File: config.mk
export PLATFORM = sky130hd
export DESIGN_NAME = text_display_top
export DESIGN_NICKNAME = d
export VERILOG_FILES = /design/src/text_pkg.sv /design/src/ps2_receiver.sv /design/src/scancode_to_ascii.sv /design/src/vga_timing.sv /design/src/char_buffer.sv /design/src/text_display_top.sv
export SDC_FILE = /design/constraint.sdc
export NUM_CORES = 1
export LEC_CHECK = 0
export BUFFER_PORTS_ARGS = -buffer_cell sky130_fd_sc_hd__buf_2
export CELL_PAD_IN_SITES_DETAIL_PLACEMENT = 0
export CELL_PAD_IN_SITES_GLOBAL_PLACEMENT = 2
export CORE_ASPECT_RATIO = 1.1
export CORE_MARGIN = 5
export CORE_UTILIZATION = 35
export DETAILED_ROUTE_END_ITERATION = 10
export PLACE_DENSITY_LB_ADDON = 0.1
export SLEW_MARGIN = 20
export SYNTH_ARGS = -nofsm -noshare
export SYNTH_HDL_FRONTEND = slang
export SYNTH_HIERARCHICAL = 1
export SYNTH_SLANG_ARGS = --single-unit
File: constraint.sdc
create_clock -name clk -period 6.3 [get_ports clk]
set_input_delay 0 -clock clk [delete_from_list [all_inputs] [get_ports clk]]
set_output_delay 0 -clock clk [all_outputs]
set_load 0.02 [all_outputs]
File: src/font.hex
// one 64-bit glyph per line for 0 to F
// row 0 in the top byte, bit 7 of each byte is the leftmost pixel
3c666e7666663c00
1838181818187e00
3c66060c30607e00
3c66061c06663c00
0c1c3c6c7e0c0c00
7e607c0606663c00
3c607c6666663c00
7e060c1830303000
3c66663c66663c00
3c66663e060c3800
183c66667e666600
7c66667c66667c00
3c66606060663c00
786c6666666c7800
7e60607860607e00
7e60607860606000

File: src/text_pkg.sv
package text_pkg;

	// screen geometry sized small for simulation
	localparam int H_ACTIVE = 64;
	localparam int H_FRONT  = 4;
	localparam int H_SYNC   = 8;
	localparam int H_BACK   = 4;
	localparam int H_TOTAL  = H_ACTIVE + H_FRONT + H_SYNC + H_BACK;

	localparam int V_ACTIVE = 32;
	localparam int V_FRONT  = 2;
	localparam int V_SYNC   = 2;
	localparam int V_BACK   = 4;
	localparam int V_TOTAL  = V_ACTIVE + V_FRONT + V_SYNC + V_BACK;

	localparam int GLYPH_W   = 8;
	localparam int GLYPH_H   = 8;
	localparam int TEXT_COLS = H_ACTIVE / GLYPH_W;
	localparam int TEXT_ROWS = V_ACTIVE / GLYPH_H;
	localparam int CELLS     = TEXT_COLS * TEXT_ROWS;

	// set-2 scan codes
	localparam logic [7:0] SC_BREAK = 8'hf0;
	localparam logic [7:0] SC_ENTER = 8'h5a;

	typedef struct packed {
		logic       valid;
		logic [7:0] data;
	} scan_t;

	typedef struct packed {
		logic       valid;
		logic       newline;
		logic [3:0] glyph;
	} char_cmd_t;

	typedef struct packed {
		logic       hsync;
		logic       vsync;
		logic       active;
		logic [6:0] x;
		logic [5:0] y;
	} pix_pos_t;

	typedef struct packed {
		logic       hsync;
		logic       vsync;
		logic       active;
		logic [6:0] x;
		logic [5:0] y;
		logic       pixel_on;
	} vga_out_t;

endpackage

File: src/ps2_receiver.sv
`timescale 1ns/10ps
module ps2_receiver (
	input  logic            clk,
	input  logic            rst_n,
	input  logic            ps2_clk,
	input  logic            ps2_data,
	output text_pkg::scan_t scan,
	output logic [7:0]      parity_errors
);

	logic [1:0] clk_sync;
	logic [1:0] data_sync;
	logic       clk_prev;
	logic [9:0] shift;
	logic [3:0] bit_cnt;
	logic [7:0] byte_q;
	logic       byte_vld;
	logic       fall;
	logic       frame_ok;

	// both lines idle high
	always_ff @(posedge clk or negedge rst_n) begin
		if (!rst_n) begin
			clk_sync  <= 2'b11;
			data_sync <= 2'b11;
			clk_prev  <= 1'b1;
		end else begin
			clk_sync  <= {clk_sync[0], ps2_clk};
			data_sync <= {data_sync[0], ps2_data};
			clk_prev  <= clk_sync[1];
		end
	end

	assign fall = clk_prev & ~clk_sync[1];

	// shift[0] start, shift[8:1] data, shift[9] parity; stop bit is still on the line
	assign frame_ok = ~shift[0] & data_sync[1] & (^shift[9:1]);

	always_ff @(posedge clk or negedge rst_n) begin
		if (!rst_n) begin
			bit_cnt       <= 4'd0;
			byte_vld      <= 1'b0;
			parity_errors <= 8'd0;
		end else begin
			byte_vld <= 1'b0;
			if (fall) begin
				if (bit_cnt == 4'd10) begin
					bit_cnt <= 4'd0;
					if (frame_ok) begin
						byte_vld <= 1'b1;
					end else if (parity_errors != 8'hff) begin
						parity_errors <= parity_errors + 8'd1;
					end
				end else begin
					bit_cnt <= bit_cnt + 4'd1;
				end
			end
		end
	end

	// lsb first, so shift right
	always_ff @(posedge clk) begin
		if (fall) begin
			shift <= {data_sync[1], shift[9:1]};
		end
		if (fall && bit_cnt == 4'd10) begin
			byte_q <= shift[8:1];
		end
	end

	assign scan = '{valid: byte_vld, data: byte_q};

endmodule

File: src/scancode_to_ascii.sv
`timescale 1ns/10ps
module scancode_to_ascii (
	input  logic                clk,
	input  logic                rst_n,
	input  text_pkg::scan_t     scan,
	output text_pkg::char_cmd_t cmd
);

	logic       brk;
	logic       hit;
	logic       nl;
	logic [3:0] glyph;
	logic       cmd_vld;
	logic       cmd_nl;
	logic [3:0] cmd_glyph;

	// make codes for the hex digits and enter
	always_comb begin
		hit   = 1'b1;
		nl    = 1'b0;
		glyph = 4'h0;
		case (scan.data)
			8'h45: glyph = 4'h0;
			8'h16: glyph = 4'h1;
			8'h1e: glyph = 4'h2;
			8'h26: glyph = 4'h3;
			8'h25: glyph = 4'h4;
			8'h2e: glyph = 4'h5;
			8'h36: glyph = 4'h6;
			8'h3d: glyph = 4'h7;
			8'h3e: glyph = 4'h8;
			8'h46: glyph = 4'h9;
			8'h1c: glyph = 4'ha;
			8'h32: glyph = 4'hb;
			8'h21: glyph = 4'hc;
			8'h23: glyph = 4'hd;
			8'h24: glyph = 4'he;
			8'h2b: glyph = 4'hf;
			text_pkg::SC_ENTER: nl = 1'b1;
			default: hit = 1'b0;
		endcase
	end

	always_ff @(posedge clk or negedge rst_n) begin
		if (!rst_n) begin
			brk     <= 1'b0;
			cmd_vld <= 1'b0;
		end else begin
			cmd_vld <= 1'b0;
			if (scan.valid) begin
				if (scan.data == text_pkg::SC_BREAK) begin
					brk <= 1'b1;
				end else if (brk) begin
					// swallow the released key
					brk <= 1'b0;
				end else begin
					cmd_vld <= hit;
				end
			end
		end
	end

	always_ff @(posedge clk) begin
		if (scan.valid) begin
			cmd_nl    <= nl;
			cmd_glyph <= glyph;
		end
	end

	assign cmd = '{valid: cmd_vld, newline: cmd_nl, glyph: cmd_glyph};

endmodule

File: src/vga_timing.sv
`timescale 1ns/10ps
module vga_timing (
	input  logic               clk,
	input  logic               rst_n,
	output text_pkg::pix_pos_t pos
);

	logic [6:0] h_nxt;
	logic [5:0] v_nxt;
	logic       h_wrap;
	logic       hs_nxt;
	logic       vs_nxt;
	logic       act_nxt;

	// pos.x and pos.y are the counters themselves
	assign h_wrap = (pos.x == 7'(text_pkg::H_TOTAL - 1));
	assign h_nxt  = h_wrap ? 7'd0 : pos.x + 7'd1;

	always_comb begin
		v_nxt = pos.y;
		if (h_wrap) begin
			if (pos.y == 6'(text_pkg::V_TOTAL - 1)) begin
				v_nxt = 6'd0;
			end else begin
				v_nxt = pos.y + 6'd1;
			end
		end
	end

	// sync pulses are active low, right after the front porch
	assign hs_nxt = !(h_nxt >= 7'(text_pkg::H_ACTIVE + text_pkg::H_FRONT) &&
		h_nxt < 7'(text_pkg::H_ACTIVE + text_pkg::H_FRONT + text_pkg::H_SYNC));
	assign vs_nxt = !(v_nxt >= 6'(text_pkg::V_ACTIVE + text_pkg::V_FRONT) &&
		v_nxt < 6'(text_pkg::V_ACTIVE + text_pkg::V_FRONT + text_pkg::V_SYNC));
	assign act_nxt = (h_nxt < 7'(text_pkg::H_ACTIVE)) && (v_nxt < 6'(text_pkg::V_ACTIVE));

	always_ff @(posedge clk or negedge rst_n) begin
		if (!rst_n) begin
			pos <= '{hsync: 1'b1, vsync: 1'b1, active: 1'b1, x: 7'd0, y: 6'd0};
		end else begin
			pos <= '{hsync: hs_nxt, vsync: vs_nxt, active: act_nxt, x: h_nxt, y: v_nxt};
		end
	end

endmodule

File: src/char_buffer.sv
`timescale 1ns/10ps
module char_buffer (
	input  logic                clk,
	input  logic                rst_n,
	input  text_pkg::char_cmd_t cmd,
	input  text_pkg::pix_pos_t  pos,
	output text_pkg::vga_out_t  vga
);

	typedef logic [$clog2(text_pkg::TEXT_COLS)-1:0] col_t;
	typedef logic [$clog2(text_pkg::TEXT_ROWS)-1:0] row_t;
	typedef logic [$clog2(text_pkg::CELLS)-1:0] idx_t;
	typedef logic [text_pkg::GLYPH_W*text_pkg::GLYPH_H-1:0] glyph_word_t;

	col_t                     cur_col;
	row_t                     cur_row;
	logic [text_pkg::CELLS-1:0] used;
	logic [3:0]               glyph_mem [text_pkg::CELLS];
	glyph_word_t              font_rom [16];

	col_t        cell_col;
	row_t        cell_row;
	idx_t        cell_idx;
	logic [2:0]  g_row;
	logic [2:0]  g_col;
	glyph_word_t glyph_bits;
	logic        pix;

	initial begin
		$readmemh("/design/src/font.hex", font_rom);
	end

	// the cursor wraps from the last row back to row 0 and overwrites
	always_ff @(posedge clk or negedge rst_n) begin
		if (!rst_n) begin
			cur_col <= '0;
			cur_row <= '0;
			used    <= '0;
		end else if (cmd.valid) begin
			if (!cmd.newline) begin
				used[{cur_row, cur_col}] <= 1'b1;
			end
			if (cmd.newline || cur_col == col_t'(text_pkg::TEXT_COLS - 1)) begin
				cur_col <= '0;
				cur_row <= cur_row + row_t'(1);
			end else begin
				cur_col <= cur_col + col_t'(1);
			end
		end
	end

	always_ff @(posedge clk) begin
		if (cmd.valid && !cmd.newline) begin
			glyph_mem[{cur_row, cur_col}] <= cmd.glyph;
		end
	end

	// cell lookup for the current scan position
	assign cell_col   = col_t'(pos.x / 7'(text_pkg::GLYPH_W));
	assign cell_row   = row_t'(pos.y / 6'(text_pkg::GLYPH_H));
	assign cell_idx   = {cell_row, cell_col};
	assign g_col      = 3'(pos.x % 7'(text_pkg::GLYPH_W));
	assign g_row      = 3'(pos.y % 6'(text_pkg::GLYPH_H));
	assign glyph_bits = font_rom[glyph_mem[cell_idx]];

	// row 0 in the top byte, bit 7 leftmost, so index is 63 - 8*row - col
	assign pix = pos.active & used[cell_idx] & glyph_bits[~{g_row, g_col}];

	always_ff @(posedge clk or negedge rst_n) begin
		if (!rst_n) begin
			vga <= '{hsync: 1'b1, vsync: 1'b1, default: '0};
		end else begin
			vga <= '{
				hsync:    pos.hsync,
				vsync:    pos.vsync,
				active:   pos.active,
				x:        pos.x,
				y:        pos.y,
				pixel_on: pix
			};
		end
	end

endmodule

File: src/text_display_top.sv
`timescale 1ns/10ps
module text_display_top (
	input  logic               clk,
	input  logic               rst_n,
	input  logic               ps2_clk,
	input  logic               ps2_data,
	output text_pkg::vga_out_t vga,
	output logic [7:0]         parity_errors
);

	text_pkg::scan_t     scan;
	text_pkg::char_cmd_t cmd;
	text_pkg::pix_pos_t  pos;

	ps2_receiver u_ps2 (
		.clk           (clk),
		.rst_n         (rst_n),
		.ps2_clk       (ps2_clk),
		.ps2_data      (ps2_data),
		.scan          (scan),
		.parity_errors (parity_errors)
	);

	scancode_to_ascii u_xlate (
		.clk   (clk),
		.rst_n (rst_n),
		.scan  (scan),
		.cmd   (cmd)
	);

	vga_timing u_timing (
		.clk   (clk),
		.rst_n (rst_n),
		.pos   (pos)
	);

	char_buffer u_buf (
		.clk   (clk),
		.rst_n (rst_n),
		.cmd   (cmd),
		.pos   (pos),
		.vga   (vga)
	);

endmodule

Word level (Yosys, flattened, before mapping):

Index checks and enable logic that the tools add are counted.
Widths: inputs -> output; s select.

* bits in registers: 109
* input port bits: 4
* output and inout port bits: 25
* word-level logic and storage cells: 108

* add/subtract/negate cells: 6
* $lt $le $gt $ge: 10
* eq/ne operators: 23
* multiplexer cells: 20
* bitwise gates (word level): 11
* reductions and logical operators: 13

Operator list (number)
* $eq 8x6->1 const B: 11
* $or 32x32->32: 1
* $eq 8x5->1 const B: 3
* $eq 8x7->1 const B: 3
* $reduce_or 17->1: 1
* $lt 7x7->1 const B: 2
* $lt 5x6->1 const B: 2
* $lt 6x6->1 const B: 2
* $mux 1: 12
* $mux 6: 2
* $reduce_xor 9->1: 1
* $add 8x1->8 const B: 1
* $eq 8x8->1 const B: 1
* $ne 8x8->1 const B: 1
* $add 7x1->7 const B: 1
* $eq 7x7->1 const B: 1
* $ge 7x7->1 const B: 1
* $lt 6x7->1 const B: 1
* $mux 7: 1
* $add 6x1->6 const B: 1
* $bmux 1 s6: 1
* $eq 6x6->1 const B: 1
* $ge 6x6->1 const B: 1
* $not 6->6: 1
* 17 further kinds: 30

Longest topological paths before layout:

* depth after elaboration: 6
* depth in mapped cells: 6
* gate-level depth less buffers: 5

Modules after synthesis:

The synthesis kept the hierarchy.

By module, submodules not included
* ps2_receiver: times used 1, cells each 87, area each 1407.6 µm², seq. area each 997.2 µm²
* vga_timing: times used 1, cells each 74, area each 805.8 µm², seq. area each 404.1 µm²
* scancode_to_ascii: times used 1, cells each 78, area each 679.4 µm², seq. area each 200.2 µm²
* char_buffer: times used 1, cells each 18, area each 414.1 µm², seq. area each 402.9 µm²

Least setup slack after synthesis:

No wires, ideal clock.

* path type: register -> register
* start point: register u_ps2.clk_prev
* end point: register u_ps2.parity_errors[1]
* library setup time: 0.125 ns
* data arrival time: 2.160 ns
* required time: 6.175 ns
* setup slack: 4.015 ns
* stages on the path, launching flop included: 6
* buffers on the path: 0
* clock period less this slack: 2.285 ns
* cells stage by stage: dfstp_2 -> nand3b_1 -> nor3b_1 -> o21ai_2 -> nor2_2 -> mux2_4

* cells in the longest elaborated chain, start to end: 2

RTL lines
* from (decl): RTL line ps2_receiver.sv:13 `logic clk_prev;`
* from (signal assigned): RTL line ps2_receiver.sv:30 `clk_prev <= clk_sync[1];`
* $and 1x1->1: RTL line ps2_receiver.sv:34 `assign fall = clk_prev & ~clk_sync[1];`
* $reduce_and 4->1 (no line)
* to (signal assigned): RTL line ps2_receiver.sv:52 `parity_errors <= parity_errors + 8'd1;`
* to (decl): RTL line ps2_receiver.sv:8 `output logic [7:0] parity_errors`

Every way passes these cells.
A chain may end at the register's enable or synchronous reset.

Final worst setup path:

* start point: register u_ps2.shift[1]
* end point: register u_ps2.parity_errors[1]

* cells in the longest elaborated chain, start to end: 4

RTL lines
* from (decl): RTL line ps2_receiver.sv:14 `logic [9:0] shift;`
* from (signal assigned): RTL line ps2_receiver.sv:64 `shift <= {data_sync[1], shift[9:1]};`
* $reduce_xor 9->1: RTL line ps2_receiver.sv:37 `assign frame_ok = ~shift[0] & data_sync[1] & (^shift[9:1]);`
* $and 1x1->1: RTL line ps2_receiver.sv:37
* $not 1->1 (no line)
* $reduce_and 4->1 (no line)

Every way passes these cells.

==> out/metrics.yaml <==
status: "finished clean"
hold_buffers: 3
peakVddDrop_v: 0.000138
worst_pin_slew_ns: 0.639
p_leak_nw: 1.27
syn-mean-instance-area_um2: 14.0
vias_per_cell: 4.80
place_congestion: 0.731
grt_pass1_wl_um: 6980
final_cell_area_mm2: 0.00281
finalSetupViolations: 0
cts.sinks: 59
rr_worst_depth: 5
syn_inst: 168
grtUsageMet2_pct: 17.7
grt_use_total_pct: 11.1
cp-start-kind: "flop"
cts_resized: 0
insertion_delay_ns: 0.33
io_buffer_count: 27
end_kind: "flop"
finClkSkew_ns: 0.00733
fin_cells: 294
numCtsBuffers: 9
grt.busiest_layer: "met2"
drtPass1Iterations: 4
min_path_type: "in -> async"
totalNegativeSetupSlack_ns: 0
nNetsFinal: 215
maxSlewHeadroom_pct: 57.2
dp_cells: 275
ant_nets: 0
use_met1_pct: 13.2
worst_slack_ns: 4.35
multi_input_area_um2: 782
fp-row-count: 31
power_mw: 0.833
die_area_mm2: 0.00845
ios: 29
dp_hpwl_um: 2840
clockBufferDepth: 2
clkTransAtPathRegs_ns: 0.06
synthesis.area_mm2: 0.00235
cts_setup_buffers: 0
path_max_fanout: 7
routed_wl_um: 4230
synth_nets: 176
regArea_mm2: 0.00154
cts-htree-levels: 3
fin_crit_sh_pct: 31.0
avgRoutedWirePerCell_um: 14.4
n_antenna_cell: 0
drt_iter0_markers: 75
finalHoldViolations: 0
fin_crit_ns: 1.95
die_h_um: 95.9
core_area_mm2: 0.00656
start_util_pct: 35.8
synth_warnings: 6
pre_cts_slack_ns: 4.35
overflow: 0
powerDensity_mw_per_mm2: 297
layout-drive-gt1-share_pct: 31.1
fin_util_pct: 42.8
grt_max_degree: 50
grt_use_met3_pct: 3.85
hold_ws_ns: 0.228
maxSlewViolCount: 0
fillers: 621
cts_tree: "built"
critPathArrivalTime_ns: 2.17
grt_setup_unrepaired: "false"
drc: 0
syn2layout_area_growth_pct: 19.6
vias: 1410
crit_type: "reg -> reg"
maxCapViolCount: 0
place_area_mm2: 0.00257
grt_antenna_before_repair: 0
cp.required_ns: 6.51
die_w_um: 88.1
cts_root_buffer: "clkbuf_8"
max_freq_mhz: 512
first_global_vias: 1467
cell usage in the layout (no fill, tap or decap), types with 2 or more instances in the layout:
cell,n
xor2_1,11
clkbuf_1,3
o21ai_0,7
nor2_2,2
and2b_2,2
xnor2_1,3
nor3b_1,4
dlygate4sd3_1,3
nand3b_1,2
or3b_4,2
ha_1,4
nor2b_1,2
or2_2,2
dfstp_2,10
nor2_1,3
nor4_1,4
and3_1,2
nor3_1,4
buf_2,26
nand3_1,10
nand2_1,10
a21oi_1,2
edfxtp_1,10
dfrtp_1,39
inv_1,5
clkbuf_8,11
o21a_1,2
layout make-up:
type | instances | area share, %
sequential | 59 | 54.8
multi-input combinational | 102 | 27.9
timing repair buffer | 30 | 5.97
clock buffer | 14 | 5.79
tap | 82 | 3.65
clock inverter | 2 | 1.25
inverter | 5 | 0.668
power by group:
part / total (mW) / switching, mW / internal, mW
clock network: 0.339 / 0.135 / 0.204
registers: 0.429 / 0.0193 / 0.409
logic: 0.0651 / 0.0348 / 0.0303
path summary, 6_finish.rpt:
kind / from / to / slack (ns)
max: u_ps2/shift[1]$_DFFE_PP_ / u_ps2/parity_errors[1]$_DFFE_PN0P_ / 4.35
min: rst_n / u_ps2/bit_cnt[3]$_DFFE_PN0P_ / 0.23
max reg2reg: u_ps2/shift[1]$_DFFE_PP_ / u_ps2/parity_errors[1]$_DFFE_PN0P_ / 4.35
min reg2reg: u_timing/pos[14]$_DFF_PN1_ / u_buf/vga[15]$_DFF_PN1_ / 0.35
max in group asynchronous: rst_n / u_timing/pos[4]$_DFF_PN0_ / 5.65
min in group clk: ps2_clk / u_ps2/clk_sync[0]$_DFF_PN1_ / 0.32
worst max-delay path: stages, from the launching register on:
cell	delay [ns]
edfxtp_1	0.42
xnor3_1	0.37
or3b_4	0.39
mux2i_4	0.26
nor2_2	0.10
mux2_4	0.30
layer usage:
metal	up-vias	routed length, um
met5	-	0
met4	0	74
met3	8	210
met2	29	2000
met1	689	1940
li1	684	-
sequential cells by signal (all words and copies together) (netlist names):
signal / cells
u_buf/vga: 16
u_timing/pos: 16
u_ps2/shift: 10
u_ps2/parity_errors: 8
u_ps2/bit_cnt: 4
u_ps2/clk_sync: 2
u_ps2/data_sync: 2
u_ps2/clk_prev: 1
(Power assumes the default switching activity.)
